## config.mk

```make
export PLATFORM = sky130hd
export DESIGN_NAME = sync_fifo
export DESIGN_NICKNAME = d
export VERILOG_FILES = /design/src/source/sync_fifo.sv
export VERILOG_INCLUDE_DIRS = /design/src /design/src/source
export SDC_FILE = /design/constraint.sdc
export NUM_CORES = 1
export LEC_CHECK = 0
export ABC_AREA = 1
export BUFFER_PORTS_ARGS = -buffer_cell sky130_fd_sc_hd__buf_2
export CORE_ASPECT_RATIO = 1.4
export CORE_UTILIZATION = 50
export CTS_CLUSTER_SIZE = 16
export DETAILED_ROUTE_END_ITERATION = 6
export HOLD_SLACK_MARGIN = 0.1
export PLACE_DENSITY_LB_ADDON = 0.25
export SYNTH_ARGS = -nofsm -noshare
export SYNTH_HDL_FRONTEND = slang
export SYNTH_SLANG_ARGS = --single-unit
```

## constraint.sdc

```tcl
create_clock -name clock -period 8.27 [get_ports clock]
set_input_delay 1.654 -clock clock [delete_from_list [all_inputs] [get_ports clock]]
set_output_delay 1.654 -clock clock [all_outputs]
set_load 0.02 [all_outputs]
```

## src/source/dcache_consts.svh

```systemverilog
// data cache geometry and queue depth constants
`ifndef DCACHE_CONSTS_SVH
`define DCACHE_CONSTS_SVH

// byte address and line offset
`define DC_ADDR_BITS 16
`define DC_OFFSET_BITS 3

// sets and ways, ways must be a power of two
`define DC_NUM_SETS 8
`define DC_SET_BITS 3
`define DC_NUM_WAYS 4

`define DC_TAG_BITS (`DC_ADDR_BITS - `DC_SET_BITS - `DC_OFFSET_BITS)

// one line is one 64-bit word
`define DC_DATA_BITS 64

`define DC_QUEUE_DEPTH 4

`endif

```

## src/source/sync_fifo.sv

```systemverilog
// circular queue with one or two pushes per cycle and a sticky overflow flag
`timescale 1ns/1ps
`include "dcache_consts.svh"

module sync_fifo #(
	parameter type payload_t = logic,
	parameter int DEPTH = `DC_QUEUE_DEPTH
) (
	input logic clock,
	input logic reset,
	input logic [1:0] push_count,
	input payload_t push_lo,
	input payload_t push_hi,
	input logic pop,
	output payload_t head,
	output logic empty,
	output logic overflow
);

	localparam int PTR_BITS = (DEPTH > 1) ? $clog2(DEPTH) : 1;
	localparam int CNT_BITS = $clog2(DEPTH + 1);

	payload_t mem [DEPTH];
	logic [PTR_BITS-1:0] rd_ptr, wr_ptr, wr_ptr_hi;
	logic [CNT_BITS-1:0] count;
	logic do_pop, take_lo, take_hi, drop;
	int room;

	function automatic logic [PTR_BITS-1:0] bump(input logic [PTR_BITS-1:0] ptr);
		return (ptr == PTR_BITS'(DEPTH - 1)) ? '0 : ptr + 1'b1;
	endfunction

	// a pop frees its slot for pushes in the same cycle
	always_comb begin
		do_pop = pop & ~empty;
		room = DEPTH - int'(count) + int'(do_pop);
		take_lo = (push_count != 2'd0) && (room >= 1);
		take_hi = (push_count == 2'd2) && (room >= 2);
		drop = int'(push_count) > room;
	end

	assign wr_ptr_hi = bump(wr_ptr);
	assign head = mem[rd_ptr];
	assign empty = (count == '0);

	always_ff @(posedge clock) begin
		if (take_lo) mem[wr_ptr] <= push_lo;
		if (take_hi) mem[wr_ptr_hi] <= push_hi;
	end

	always_ff @(posedge clock) begin
		if (reset) begin
			rd_ptr <= '0;
			wr_ptr <= '0;
			count <= '0;
			overflow <= 1'b0;
		end else begin
			if (take_hi) wr_ptr <= bump(wr_ptr_hi);
			else if (take_lo) wr_ptr <= wr_ptr_hi;
			if (do_pop) rd_ptr <= bump(rd_ptr);
			count <= count + CNT_BITS'(take_lo) + CNT_BITS'(take_hi) - CNT_BITS'(do_pop);
			// dropped entries keep the oldest ones in place
			if (drop) overflow <= 1'b1;
		end
	end

endmodule

```

== Yosys cells after proc, flatten, opt, wreduce, memory -nomap -nowiden ==
Memories as Yosys holds them, arrays and structs flattened. A register that Yosys moved wholly into a read port is not among the register bits.
Index checks and enable logic that the tools add are counted.
Storage, ports and cells
  output and inout bits: 3
  memories: 1
  bits in writable memories: 4
  register bits: 8
  bits of input ports: 7
Memories
  mem: words 4, width 1, read ports 1, clocked after Yosys merged registers in 1, wr ports 2, RTL line sync_fifo.sv:23  | payload_t mem [DEPTH];
Cells by class
  $lt $le $gt $ge: 3
  equal/unequal tests: 4
  multiplexer cells: 11
  add/sub/neg operators: 8
  reduce and logical (&&, ||, !) cells: 5
  bitwise logic cells: 2
Operators with widths (number)
  $mux W2: 7
  $eq A2 B2 Y1 const B: 4
  $add A2 B1 Y2 const B: 3
  $add A3 B1 Y3: 2
  $add A4 B2 Y5: 1
  $ge A5 B2 Y1 const B: 1
  $ge A5 B3 Y1 const B: 1
  $gt A3 B5 Y1: 1
  $mux W1: 4
  $reduce_bool A2 Y1: 2
  $sub A3 B3 Y4 const A: 1
  $logic_not A3 Y1: 1
  $sub A3 B1 Y3: 1
  $logic_and A1 B1 Y1: 2
  $and A1 B1 Y1: 1
  $not A1 Y1: 1

== Longest topological paths before layout ==
  word-level depth: 9
  gate-level depth with buffers: 18
  gate-level depth less buffers: 18

== Worst setup path after synthesis ==
Ideal clock, no wire load.
  kind: input port to flip-flop
  start: input port pop
  end: register count[2]
  path buffers: 0
  slack: 4.178 ns
  stages: 15
  data arrival time: 3.978 ns
  cell sequence: inv_1 nor2_1 ha_1 ha_1 xor2_1 nand2_1 nor2_2 nand3_1 nand2_2 ha_1 inv_1 fa_1 fa_1 xnor2_1 nor2_1
On the way
  cells in the longest elaborated chain, start to end: 7
Ends and longest elaborated chain
  from (decl): RTL line sync_fifo.sv:14  | input logic pop,
  $and A1 B1 Y1 (*): RTL line sync_fifo.sv:35  | do_pop = pop & ~empty;
  $add A4 B2 Y5: RTL line sync_fifo.sv:36  | room = DEPTH - int'(count) + int'(do_pop);
  $ge A5 B2 Y1: RTL line sync_fifo.sv:37  | take_lo = (push_count != 2'd0) && (room >= 1);
  $logic_and A1 B1 Y1: RTL line sync_fifo.sv:37
  $add A3 B1 Y3 (2 in a row): RTL line sync_fifo.sv:61  | count <= count + CNT_BITS'(take_lo) + CNT_BITS'(take_hi) - CNT_BITS'(do_pop);
  $sub A3 B1 Y3 (*): RTL line sync_fifo.sv:61
  to (signal assigned): RTL line sync_fifo.sv:61
  to (decl): RTL line sync_fifo.sv:25  | logic [CNT_BITS-1:0] count;
Mark *: on every way between the ends. The rest lies on a longest branch, timed or not.
A chain may end at the register's enable or synchronous reset.

== Final worst setup path ==
Ends and elaborated chain as after synthesis.

==> impl_metrics.py <==
metrics = {
    "final_layout": {
        "drive_gt1_share_pct": 14.2,
        "area_growth_pct": 8.53,
        "nNetsFinal": 165,
        "nFillCells": 172,
        "design_area_um2": 1080,
        "final_cell_mix": "inv_1 (28), nand2_1 (20), nor2_1 (17)",
        "final_common_cell": "inv_1",
        "antenna_cells": 0,
    },
    "yosys": {
        "ys_types": 22,
        "yosysSeqAreaShare_pct": 32.1,
        "syn_nets": 152,
        "synthCells": 129,
        "syn_area_um2": 997,
        "yosysWarnings": 0,
        "postSynthAreaPerCell_um2": 7.73,
        "ys_seq_elements": 14,
    },
    "global_routing": {
        "grt-ovfl-total": 0,
        "grt_pass1_vias": 709,
        "grt_max_degree": 12,
        "grt_use_total_pct": 18.8,
        "grt_first_pass_wirelength_um": 2750,
        "antenna_found_initial": 0,
    },
    "power_and_ir_drop": {
        "power.leakage_nw": 0.561,
        "peakVddDrop_v": 0.000192,
        "power_frac_seq_pct": 28.9,
        "switchingPower_mw": 0.183,
        "p_comb_share_pct": 60.5,
        "switching_share_pct": 47.0,
        "p_clk_share_pct": 10.7,
        "p_int_mw": 0.206,
        "pwr_density_cell_nw_per_um2": 359,
    },
    "route": {
        "drtPass1Iterations": 4,
        "via_per_inst": 5.07,
        "route.detailed.drc": 0,
        "antenna_left": 0,
        "wl_per_cell_um": 10.1,
        "finalWirelength_um": 1620,
        "drt_iter0_drc": 11,
        "vias": 817,
    },
    "worst_hold_path": {
        "hp-class": "flip-flop to flip-flop",
    },
    "flow_run": {
        "maxCapViolCount": 0,
    },
    "timing": {
        "timing.final.crit_period_ns": 4.20,
        "setup_viol": 0,
        "max_freq_mhz": 238,
        "fin_setup_tns_ns": 0,
        "post-route-period-util_pct": 50.7,
        "fin_worst_skew_ns": 0.00320,
        "rsz0062_at_grt": "false",
        "tightest_slew_ns": 0.394,
        "drv_slew": 0,
        "slew_headroom_pct": 73.6,
        "hold_viol": 0,
    },
    "worst_setup_path": {
        "end_kind": "flip-flop",
        "critPathKind": "primary input to flip-flop",
        "critPathMaxFanout": 6,
        "arrival_ns": 4.38,
        "required_ns": 8.45,
        "cp-start-kind": "primary input",
        "ff2ff_setup_slack_ns": 4.62,
    },
    "die": {
        "fp.dieW_um": 39.7,
        "start_util_pct": 54.7,
        "rows": 18,
        "die_h_um": 54.8,
        "ioPinCount": 10,
        "coreArea_um2": 1820,
        "die_area_um2": 2180,
    },
    "placed_design": {
        "io_buffers": 9,
        "post-dp-hpwl_um": 1320,
        "place_area_um2": 1060,
        "gp_congestion": 0.699,
    },
    "clock_tree": {
        "post_cts_buffers": 0,
        "clockBufferDepth": 2,
        "cts-resized-gates": 0,
        "clock-sinks": 14,
        "cts_root_buf": "clkbuf_4",
        "clk_pin_slew_ns": 0.09,
        "clk_latency_ns": 0.28,
        "cts_hold_buf": 0,
        "htreeDepth": 1,
        "cts_inserted_buffers": 3,
        "cts_tree": "yes",
    },
    "run_status": {
        "status": "completed",
    },
}
## area by class of cell
| class | instances | area [um2] | area share (%) |
|---|---|---|---|
| Clock inverter | 1 | 3.75 | 0.347 |
| Timing Repair Buffer | 9 | 45.0 | 4.16 |
| Multi-Input combinational cell | 86 | 561 | 51.8 |
| Clock buffer | 3 | 22.5 | 2.08 |
| Inverter | 28 | 105 | 9.71 |
| Tap cell | 20 | 25.0 | 2.31 |
| Sequential cell | 14 | 320 | 29.6 |
## critical path: stages
cell and delay (ns):
buf_2 0.08, inv_1 0.03, nor2_1 0.31, ha_1 0.25
ha_1 0.18, xor2_1 0.15, nand2_1 0.08, nor2_2 0.15
nand3_1 0.18, nand2_2 0.17, ha_1 0.14, inv_1 0.04
fa_1 0.38, fa_1 0.39, xnor2_1 0.16, nor2_1 0.05
## synth_stat cells (all sizes together)
master	instances	share of area, %
buf	1	1.1
o211ai	1	0.75
nand2	25	11
edfxtp	4	12
xor2	2	1.8
dfxtp	10	20
a31oi	1	0.63
o21ai	8	4.0
o22ai	3	1.9
a32oi	1	0.88
fa	2	4.0
inv	28	11
nand3	6	3.5
o211a	1	1.0
nor2	19	7.7
xnor2	1	0.88
a21oi	2	1.0
ha	14	18
## power by group through the flow
stage | logic [mW] | clock network, mW | registers [mW]
after detailed placement | 0.238 | 0 | 0.114
after floorplan | 0.196 | 0 | 0.112
after global placement | 0.228 | 0 | 0.113
after global routing | 0.279 | 0.0455 | 0.116
after CTS | 0.239 | 0.0415 | 0.113
final | 0.235 | 0.0414 | 0.112
## logic make-up after synthesis
group                    count (synthesis)  share of synthesized area (%)
XOR/XNOR                                 3                           2.64
flip-flops                              14                           32.1
AO/OA/AOI/OAI                           17                           10.2
AND/OR/NAND/NOR                         50                           21.8
buffers and inverters                   29                           11.7
adder cells (fa/ha/maj)                 16                           21.6
## per-layer routing
| layer | global-route usage (%) | routed length, um | up-vias |
|---|---|---|---|
| met4 | 10.3 | 39 | 0 |
| met3 | 4.88 | 40 | 5 |
| met1 | 20.2 | 710 | 372 |
| li1 | - | - | 429 |
| met2 | 32.5 | 833 | 11 |
| met5 | 0 | 0 | - |
## metrics by stage
stage / utilization, % / worst slack (ns) / hold slack, ns / total power [mW] / instances
after detailed placement: 57.9 / 3.73 / 0.461 / 0.352 / 157
after global routing: 59.3 / 3.74 / 0.488 / 0.440 / 161
after global placement: 57.9 / 3.83 / 0.453 / 0.342 / 157
after floorplan: - / 4.18 / 0.509 / 0.308 / 129
after CTS: 59.3 / 4.04 / 0.475 / 0.393 / 161
final: 59.3 / 4.07 / 0.473 / 0.389 / 161
## worst paths after layout
kind	startpoint	end	depth (start not counted)
max	pop	count[2]$_SDFF_PP0_	16
max reg2reg	count[0]$_SDFF_PP0_	count[2]$_SDFF_PP0_	17
min	overflow$_SDFFE_PP0N_	overflow$_SDFFE_PP0N_	2
min reg2reg	overflow$_SDFFE_PP0N_	overflow$_SDFFE_PP0N_	2
Note: power is estimated with default switching activity, not from simulation.
