### src/source/dcache_consts.svh
// data cache geometry and queue depth constants
`ifndef DCACHE_CONSTS_SVH
`define DCACHE_CONSTS_SVH

// byte address and line offset
`define DC_ADDR_BITS 16
`define DC_OFFSET_BITS 3

// sets and ways, ways must be a power of two
`define DC_NUM_SETS 8
`define DC_SET_BITS 3
`define DC_NUM_WAYS 4

`define DC_TAG_BITS (`DC_ADDR_BITS - `DC_SET_BITS - `DC_OFFSET_BITS)

// one line is one 64-bit word
`define DC_DATA_BITS 64

`define DC_QUEUE_DEPTH 4

`endif

### src/source/dcache_pkg.sv
// data cache request, line, response, miss and victim types
`include "dcache_consts.svh"

package dcache_pkg;

	typedef struct packed {
		logic valid;
		logic [`DC_ADDR_BITS-1:0] addr;
	} rd_req_t;

	typedef struct packed {
		logic valid;
		logic [`DC_ADDR_BITS-1:0] addr;
		logic [`DC_DATA_BITS-1:0] data;
		logic dirty;
	} wr_req_t;

	typedef struct packed {
		logic [`DC_SET_BITS-1:0] idx;
		logic [`DC_TAG_BITS-1:0] tag;
	} line_addr_t;

	typedef struct packed {
		logic valid;
		logic dirty;
		logic [`DC_TAG_BITS-1:0] tag;
		logic [`DC_DATA_BITS-1:0] data;
	} cache_line_t;

	typedef cache_line_t [`DC_NUM_WAYS-1:0] cache_set_t;

	typedef struct packed {
		logic valid;
		logic hit;
		logic [`DC_DATA_BITS-1:0] data;
	} rd_resp_t;

	typedef struct packed {
		line_addr_t line;
	} miss_t;

	typedef struct packed {
		line_addr_t line;
		logic [`DC_DATA_BITS-1:0] data;
	} victim_t;

endpackage

### src/source/miss_merge.sv
// merges the two read misses into fill-queue pushes
`timescale 1ns/1ps

module miss_merge (
	input logic rd1_miss_valid,
	input dcache_pkg::miss_t rd1_miss,
	input logic rd2_miss_valid,
	input dcache_pkg::miss_t rd2_miss,
	output logic [1:0] push_count,
	output dcache_pkg::miss_t push_lo,
	output dcache_pkg::miss_t push_hi
);

	logic same_line;

	assign same_line = (rd1_miss.line == rd2_miss.line);

	// high slot only matters with two pushes
	assign push_hi = rd2_miss;

	always_comb begin
		push_lo = rd1_miss;
		push_count = 2'd0;
		if (rd1_miss_valid && rd2_miss_valid) begin
			push_count = same_line ? 2'd1 : 2'd2;
		end else if (rd1_miss_valid) begin
			push_count = 2'd1;
		end else if (rd2_miss_valid) begin
			push_lo = rd2_miss;
			push_count = 2'd1;
		end
	end

endmodule

### config.mk
export PLATFORM = sky130hd
export DESIGN_NAME = miss_merge
export DESIGN_NICKNAME = d
export VERILOG_FILES = /design/src/source/dcache_pkg.sv /design/src/source/miss_merge.sv
export VERILOG_INCLUDE_DIRS = /design/src /design/src/source
export SDC_FILE = /design/constraint.sdc
export NUM_CORES = 1
export LEC_CHECK = 0
export BUFFER_PORTS_ARGS = -buffer_cell sky130_fd_sc_hd__clkbuf_2
export CORE_AREA = 2 2 39 41
export DETAILED_ROUTE_END_ITERATION = 7
export DIE_AREA = 0 0 41 43
export GPL_ROUTABILITY_DRIVEN = 1
export GPL_TIMING_DRIVEN = 0
export MAX_ROUTING_LAYER = met4
export PLACE_DENSITY = 0.81
export SLEW_MARGIN = 30
export SYNTH_ARGS = -nofsm -noshare
export SYNTH_HDL_FRONTEND = slang
export SYNTH_SLANG_ARGS = --single-unit
### constraint.sdc
create_clock -name vclk -period 1.9
set_input_delay 0.38 -clock vclk [all_inputs]
set_output_delay 0.38 -clock vclk [all_outputs]
set_load 0.1 [all_outputs]
### Word-level counts from Yosys, hierarchy flattened

Cells that the tools add are included.
Widths: inputs -> output; s select.

| cells by class | value |
|---|---|
| muxes and demuxes | 7 |
| reduce and logical (&&, ||, !) cells | 1 |
| eq/ne operators | 1 |

Operator list:

| cell | number |
|---|---|
| $mux 13 | 3 |
| $eq 13x13->1 | 1 |
| $mux 2 | 2 |
| $mux 1 | 2 |
| $logic_and 1x1->1 | 1 |

| storage, ports and cells | value |
|---|---|
| register bits | 0 |

### Logic depth before layout (Yosys ltp)

Gate-level depths: netlist (run 1).

| depth | value |
|---|---|
| depth in word-level cells | 3 |
| gate-level depth with buffers | 4 |
| depth with buffers taken out | 4 |

### Least setup slack after synthesis (run 1)

OpenSTA, ideal clock, no wires.

| timing | value |
|---|---|
| kind | input-to-output |
| start | in rd1_miss[9] (netlist name) |
| end | out push_count[0] |
| data required time | 1.520 ns |
| arrival time | 2.376 ns |
| slack | -0.856 ns |
| stages | 4 |
| cells stage by stage | xor2_1 -> nor4_1 -> nand4_1 -> a21oi_1 |

| between the ends | value |
|---|---|
| word-level cells in the longest chain between the ends | 3 |

RTL lines:

| element | line | RTL |
|---|---|---|
| from (decl) | miss_merge.sv:6 | `input dcache_pkg::miss_t rd1_miss,` |
| $eq 13x13->1 | miss_merge.sv:16 | `assign same_line = (rd1_miss.line == rd2_miss.line);` |
| $mux 2 | miss_merge.sv:25 | `push_count = same_line ? 2'd1 : 2'd2;` |
| $mux 2 | miss_merge.sv:24 | `if (rd1_miss_valid && rd2_miss_valid) begin` |
| to (decl) | miss_merge.sv:9 | `output logic [1:0] push_count,` |

Every way passes these cells.

### Worst setup path after layout (run 1)

| timing | value |
|---|---|
| start | in rd2_miss[3] (netlist name) |
| end | out push_count[1] |

| between the ends | value |
|---|---|
| word-level cells in the longest chain between the ends | 3 |

RTL lines:

| element | line | RTL |
|---|---|---|
| from (decl) | miss_merge.sv:8 | `input dcache_pkg::miss_t rd2_miss,` |
| $eq 13x13->1 | miss_merge.sv:16 |  |
| $mux 2 | miss_merge.sv:25 |  |
| $mux 2 | miss_merge.sv:24 |  |

Every way passes these cells.

==> results.py, run 1 <==
metrics = {
    "critical_path": {
        "crit_arrival_ps": 1560,
        "cp-start-kind": "input pin",
        "critical_path_class": "input pin to primary output",
        "critPathMaxFanout": 3,
        "crit_start": "rd2_miss[3]",
        "required_ps": 1520,
        "critPathCaptureType": "primary output",
        "crit_path_end": "push_count[1]",
    },
    "pwr": {
        "leakage_uw": 0.000484,
        "power.density_nw_per_um2": 549,
        "peakVddDrop_uv": 296,
        "p_total_uw": 503,
    },
    "timing": {
        "fin_crit_sh": 1.02,
        "maxSlewViolCount": 0,
        "setup-violations-final": 2,
        "rsz0062_at_grt": "true",
        "hold_viol_final": 0,
        "finalSetupTns_ps": -74.9,
        "fmax_mhz": 515,
        "worst_pin_slew_ps": 547,
        "period_needed_ps": 1940,
        "fin_ws_ps": -41.2,
        "slew_headroom": 0.637,
    },
    "clock_network": {
        "cts_setup_buffers": 0,
        "cts_hold_buffers": 0,
    },
    "finish": {
        "clock_buffers": 0,
        "drive_above_1_share": 0.840,
        "regArea_um2": 0,
        "seq_cells": 0,
        "fin_util": 0.662,
        "final_nets": 136,
        "n_antenna_cell": 0,
        "stdcell_count": 122,
        "syn_to_final_growth_pct": 117,
    },
    "grt": {
        "track_usage": 0.158,
        "grt_max_degree": 11,
        "top_usage_layer": "met2",
        "grt_use_met2": 0.344,
        "use_met1": 0.127,
        "grt_pass1_wl_um": 2020,
        "grt_pass1_vias": 557,
        "met3_usage": 0.0105,
        "overflow": 0,
        "antenna_found_initial": 0,
    },
    "floorplan": {
        "die_h_um": 43,
        "die-area_um2": 1760,
        "die_width_um": 41,
        "start_util": 0.306,
        "core.rowCount": 14,
        "num_io_pins": 56,
        "coreArea_um2": 1380,
    },
    "logic_synthesis": {
        "synth_top_area_frac": 0.346,
        "netlist-cell-type-count": 10,
        "synth.avg_cell_area_um2": 8.46,
        "seq_area_frac_synth": 0,
        "yosysMostFrequentCell": "buf_4",
        "yosys.area.top_type": "mux2_2",
        "syn_area_um2": 423,
        "netlist_top_cells_count": "buf_4 (14), mux2_2 (13), xor2_1 (13)",
        "ys_top_cells_by_area": "mux2_2 (35%), xor2_1 (27%), buf_4 (25%)",
        "synth_cells": 50,
        "ys.warnings.count": 0,
        "syn_nets": 78,
    },
    "route": {
        "first_pass_iters": 2,
        "detail-route-antenna-nets": 0,
        "wl_um": 1340,
        "drc": 0,
        "vias_per_cell": 4.61,
        "routedWlPerCell_um": 11.0,
        "first_iter_violations": 1,
        "vias": 563,
    },
    "placed_design": {
        "place_inst": 122,
        "port-buffer-count": 56,
        "hpwlAfterDp_um": 1040,
        "gp_congestion": 0.623,
        "place_ws_ps": -298,
    },
    "min_path": {
        "min_path_type": "input pin to primary output",
    },
    "job": {
        "cap_viol_max_count": 0,
    },
    "run_status": {
        "violations": "setup timing",
        "status": "complete, but fails checks",
    },
}
-- where the power goes --
group / switching (uW) / internal (uW)
combinational: 359 / 144
sequential: 0 / 0
clock: 0 / 0
total: 359 / 144
-- placed cells by master (no fill, tap or decap), drive strengths merged --
| cell | count |
|---|---|
| nor3 | 1 |
| buf | 17 |
| and2 | 2 |
| mux2 | 13 |
| nor2b | 1 |
| nand4 | 1 |
| clkbuf | 53 |
| xor2 | 13 |
| nor2 | 2 |
| nor4 | 2 |
| a21oi | 1 |
-- what timing repair did --
item                                   4_1_cts  5_1_grt
pin swaps                                    3        3
setup endpoints to repair                   12        6
endpoints found under the hold margin        0        0
gates cloned                                 0        0
resized for setup                           30        8
-- area by class of cell --
class	count	area, um2
Buffer	14	109
Fill cell	120	468
Tap cell	16	20.0
Timing Repair Buffer	56	430
Multi-Input combinational cell	36	357
-- routing by layer --
metal  routed length, um  share of wire  vias to the layer above
li1                    -              -                      276
met1                 396           0.29                      251
met2                 825           0.61                       34
met3                 106          0.079                        2
met4                  14          0.010                        0
met5                   0              0                        -
-- worst max-delay path, cell delays in order --
cell,delay [ps]
clkbuf_2,100
xor2_1,150
nor4_2,290
nand4_1,220
and2_4,230
clkbuf_16,190
-- worst min path at each step --
stage          slack [ps]         end  cells past startpoint        start
6_report             1210  push_lo[7]                      3  rd1_miss[7]
3_5_place_dp         1340  push_hi[5]                      3  rd2_miss[5]
4_1_cts              1230  push_lo[4]                      3  rd1_miss[4]
5_1_grt              1220  push_lo[7]                      3  rd1_miss[7]
3_3_place_gp         1340  push_hi[5]                      3  rd2_miss[5]
2_1_floorplan         970  push_hi[0]                      1  rd2_miss[0]
-- logic make-up after synthesis --
logic type / after synthesis / share of synthesized area
compound gates: 1 / 0.0118
xor+xnor: 13 / 0.269
buf+inv: 14 / 0.249
mux: 13 / 0.346
simple gates: 9 / 0.124
-- stage by stage --
step                hold WS [ps]  instance area [um2]
finish                      1210                  916
global route                1220                  916
CTS                         1230                  881
detailed placement          1340                  734
floorplan                    972                  434
global placement            1340                  734
Power figures use the tool's default switching activity.
==> run 2, diff against run 1 <==
--- a/config.mk
+++ b/config.mk
@@ -14,6 +14,7 @@
 export GPL_TIMING_DRIVEN = 0
 export MAX_ROUTING_LAYER = met4
 export PLACE_DENSITY = 0.81
+export SKIP_LAST_GASP = 1
 export SLEW_MARGIN = 30
 export SYNTH_ARGS = -nofsm -noshare
 export SYNTH_HDL_FRONTEND = slang
==> results.py, run 2 (synthesis results as in run 1) <==
metrics = {
    "critical_path": {
        "cpLargestDelayFamily": "simple AND/OR/NAND/NOR gates",
        "cp_num_buf_inv": 2,
        "critPathMaxFanout": 2,
        "cp_slowest_cell": "nor4_2",
        "max_stage_delay_ps": 290,
        "path_cells": "clkbuf_2 -> xor2_1 -> nor4_2 -> nand4_1 -> and2_4 -> clkbuf_16",
        "critPathCaptureType": "primary output",
        "crit_start": "rd1_miss[3]",
        "cp-start-kind": "input pin",
        "required_ps": 1520,
        "crit_arrival_ps": 1550,
        "critical_path_class": "input pin to primary output",
    },
    "route": {
        "detail-route-antenna-nets": 0,
        "routedWlPerCell_um": 10.9,
        "first_pass_iters": 2,
        "vias": 560,
        "drc": 0,
        "vias_per_cell": 4.59,
        "first_iter_violations": 1,
        "wl_um": 1330,
    },
    "finish": {
        "final_nets": 136,
        "n_antenna_cell": 0,
        "layout.cells.most_common": "clkbuf_2",
        "final_cell_mix": "clkbuf_2 (42), mux2_2 (13), buf_4 (13), xor2_1 (12), clkbuf_8 (10)",
        "drive_above_1_share": 0.840,
        "clock_buffers": 0,
        "seq_cells": 0,
        "regArea_um2": 0,
        "nFillCells": 122,
        "syn_to_final_growth_pct": 114,
        "fin_util": 0.654,
    },
    "timing": {
        "hold_viol_final": 0,
        "maxSlewViolCount": 0,
        "holdWs_ps": 1210,
        "period_needed_ps": 1930,
        "fin_ws_ps": -30.7,
        "worst_pin_slew_ps": 547,
        "fin_crit_sh": 1.02,
        "rsz0062_at_grt": "true",
        "fmax_mhz": 518,
        "slew_headroom": 0.637,
        "setup-violations-final": 2,
    },
    "pwr": {
        "power.density_nw_per_um2": 554,
        "p_total_uw": 501,
        "leakage_uw": 0.000479,
        "peakVddDrop_uv": 296,
    },
    "job": {
        "cap_viol_max_count": 0,
    },
    "min_path": {
        "min_to": "push_lo[7]",
        "holdPathStages": 3,
        "min_path_type": "input pin to primary output",
        "hp-start": "rd1_miss[7]",
    },
    "clock_network": {
        "cts_hold_buffers": 0,
        "cts_setup_buffers": 0,
    },
    "grt": {
        "overflow": 0,
        "antenna_found_initial": 0,
        "grt_pass1_vias": 559,
        "grt_pass1_wl_um": 2020,
        "track_usage": 0.158,
        "grt_max_degree": 11,
    },
    "placed_design": {
        "gp_congestion": 0.623,
        "hpwlAfterDp_um": 1040,
        "place_ws_ps": -298,
        "port-buffer-count": 56,
    },
    "floorplan": {
        "die_width_um": 41,
        "start_util": 0.306,
        "coreArea_um2": 1380,
        "num_io_pins": 56,
        "core.rowCount": 14,
        "die-area_um2": 1760,
        "die_h_um": 43,
    },
    "run_status": {
        "status": "complete, but fails checks",
        "violations": "setup timing",
    },
}
[run 2: area by class of cell]
| type | instances | area (um2) | area share |
|---|---|---|---|
| Timing Repair Buffer | 56 | 419 | 0.463 |
| Multi-Input combinational cell | 36 | 357 | 0.394 |
| Buffer | 14 | 109 | 0.120 |
| Tap cell | 16 | 20.0 | 0.0221 |
[run 2: worst max path at each step]
stage | depth (start not counted) | slack, ps | end
global route | 6 | -110 | push_count[1]
CTS | 6 | -40 | push_count[0]
global placement | 6 | -310 | push_count[0]
finish | 6 | -30 | push_count[1]
floorplan | 4 | -30 | push_count[0]
detailed placement | 6 | -300 | push_count[0]
[run 2: stage by stage]
| step | TNS (ps) | instance area (um2) | instances |
|---|---|---|---|
| after floorplan | -31.5 | 434 | 50 |
| after global placement | -1770 | 734 | 122 |
| after detailed placement | -1810 | 734 | 122 |
| after CTS | -64.9 | 870 | 122 |
| after global routing | -224 | 905 | 122 |
| final | -53.9 | 905 | 122 |
[run 2: timing repair]
action	4_1_cts	5_1_grt
endpoints found under the setup margin	12	6
pin swaps	3	2
gates resized for setup	29	9
[run 2: where the power goes]
part | internal (uW) | switching, uW | leakage, uW
sequential | 0 | 0 | 0
clock | 0 | 0 | 0
combinational | 142 | 359 | 0.000479
total | 142 | 359 | 0.000479
[run 2: routing by layer]
layer  wire (um)  up-vias  global-route usage
li1            -      276                   -
met1         386      248               0.127
met2         813       34               0.344
met3         119        2              0.0105
met4          14        0              0.0133
met5           0        -                   -
==> run 3, diff against run 2 <==
--- a/config.mk
+++ b/config.mk
@@ -6,6 +6,7 @@
 export SDC_FILE = /design/constraint.sdc
 export NUM_CORES = 1
 export LEC_CHECK = 0
+export ABC_CLOCK_PERIOD_IN_PS = 1900
 export BUFFER_PORTS_ARGS = -buffer_cell sky130_fd_sc_hd__clkbuf_2
 export CORE_AREA = 2 2 39 41
 export DETAILED_ROUTE_END_ITERATION = 7
==> constraint.sdc (replaced) <==
create_clock -name vclk -period 1.9
set_input_delay 0.095 -clock vclk [all_inputs]
set_output_delay 0.095 -clock vclk [all_outputs]
set_load 0.1 [all_outputs]
==> results.py, run 3 (synthesis results as in run 1) <==
metrics = {
    "finish": {
        "final_cell_mix": "clkbuf_2 (56), buf_4 (14), mux2_2 (13), xor2_1 (13)",
        "final_nets": 136,
        "layout.cells.most_common": "clkbuf_2",
        "fin_util": 0.525,
        "n_antenna_cell": 0,
        "regArea_um2": 0,
        "seq_cells": 0,
        "drive_above_1_share": 0.802,
        "syn_to_final_growth_pct": 71.9,
        "clock_buffers": 0,
    },
    "pwr": {
        "power.density_nw_per_um2": 613,
        "leakage_uw": 0.000421,
        "peakVddDrop_uv": 276,
    },
    "route": {
        "first_iter_violations": 3,
        "drc": 0,
        "routedWlPerCell_um": 9.47,
        "first_pass_iters": 3,
        "wl_um": 1160,
        "vias": 530,
        "vias_per_cell": 4.34,
        "detail-route-antenna-nets": 0,
    },
    "critical_path": {
        "cp-start-kind": "input pin",
        "critPathMostFrequentCell": "clkbuf_2",
        "max_stage_delay_ps": 460,
        "required_ps": 1800,
        "path_cells": "clkbuf_2 -> xor2_1 -> nor4_1 -> nand4_1 -> a21oi_2 -> clkbuf_2",
        "crit_arrival_ps": 1440,
        "cp_slowest_cell": "clkbuf_2",
        "critPathMaxFanout": 2,
        "critPathCaptureType": "primary output",
        "cp_num_buf_inv": 2,
        "critical_path_class": "input pin to primary output",
        "cpLargestDelayFamily": "buffers and inverters",
    },
    "clock_network": {
        "cts_resized": 0,
        "cts_hold_buffers": 0,
        "cts_setup_buffers": 0,
    },
    "placed_design": {
        "hpwlAfterDp_um": 1070,
        "gp_congestion": 0.631,
        "port-buffer-count": 56,
    },
    "timing": {
        "finalSetupTns_ps": 0,
        "period_needed_ps": 1540,
        "worst_pin_slew_ps": 542,
        "rsz0062_at_grt": "false",
        "fin_crit_sh": 0.810,
        "hold_viol_final": 0,
        "fmax_mhz": 649,
        "maxSlewViolCount": 0,
        "slew_headroom": 0.640,
        "setup-violations-final": 0,
    },
    "grt": {
        "grt_pass1_vias": 452,
        "track_usage": 0.129,
        "grt_pass1_wl_um": 1680,
        "overflow": 0,
        "antenna_found_initial": 0,
        "grt_max_degree": 11,
    },
    "job": {
        "cap_viol_max_count": 0,
    },
    "floorplan": {
        "die-area_um2": 1760,
        "num_io_pins": 56,
        "start_util": 0.306,
        "core.rowCount": 14,
        "die_width_um": 41,
        "coreArea_um2": 1380,
        "die_h_um": 43,
    },
    "min_path": {
        "min_path_type": "input pin to primary output",
    },
    "run_status": {
        "status": "complete, no violations",
    },
}
run 3: cell count changes in the layout (fill, tap and decap cells not counted), moves of 2 or more:
| cell | previous run | this run |
|---|---|---|
| buf_6 | 2 | 0 |
| clkbuf_2 | 42 | 56 |
| clkbuf_8 | 10 | 0 |
| nor4_1 | 0 | 2 |
| nor4_2 | 2 | 0 |
run 3: path summary, 6_finish.rpt:
check	startpoint	slack, ps	cells after the start	endpoint
hold / removal	rd2_miss[5]	770	3	push_hi[5]
setup / recovery	rd1_miss[8]	360	6	push_count[0]
run 3: metal layers:
metal,share of wire,GRT usage
met1,0.36,0.136
met2,0.55,0.259
met3,0.094,0
met4,0,0
met5,0,-
run 3: power by group:
part / leakage (uW) / total, uW / internal (uW) / switching, uW
Combinational: 0.000421 / 446 / 97.5 / 348
Sequential: 0 / 0 / 0 / 0
Clock: 0 / 0 / 0 / 0
Total: 0.000421 / 446 / 97.5 / 348
run 3: metrics by stage:
stage	hold WS [ps]	instance area [um2]	cells	setup slack, ps	power, uW
2_1_floorplan	402	427	50	246	368
3_3_place_gp	767	727	122	300	444
3_5_place_dp	773	727	122	309	448
4_1_cts	774	727	122	307	449
5_1_grt	784	727	122	227	464
6_report	769	727	122	360	446
run 3: cell type report:
cell class	instances	area [um2]
fillers	145	657
multi-input cells	36	322
repair buffers	56	280
plain buffers	14	105
well taps	16	20.0
run 3: worst min-delay path: stages:
cell      delay [ps]
clkbuf_2         100
buf_4            120
clkbuf_2         350
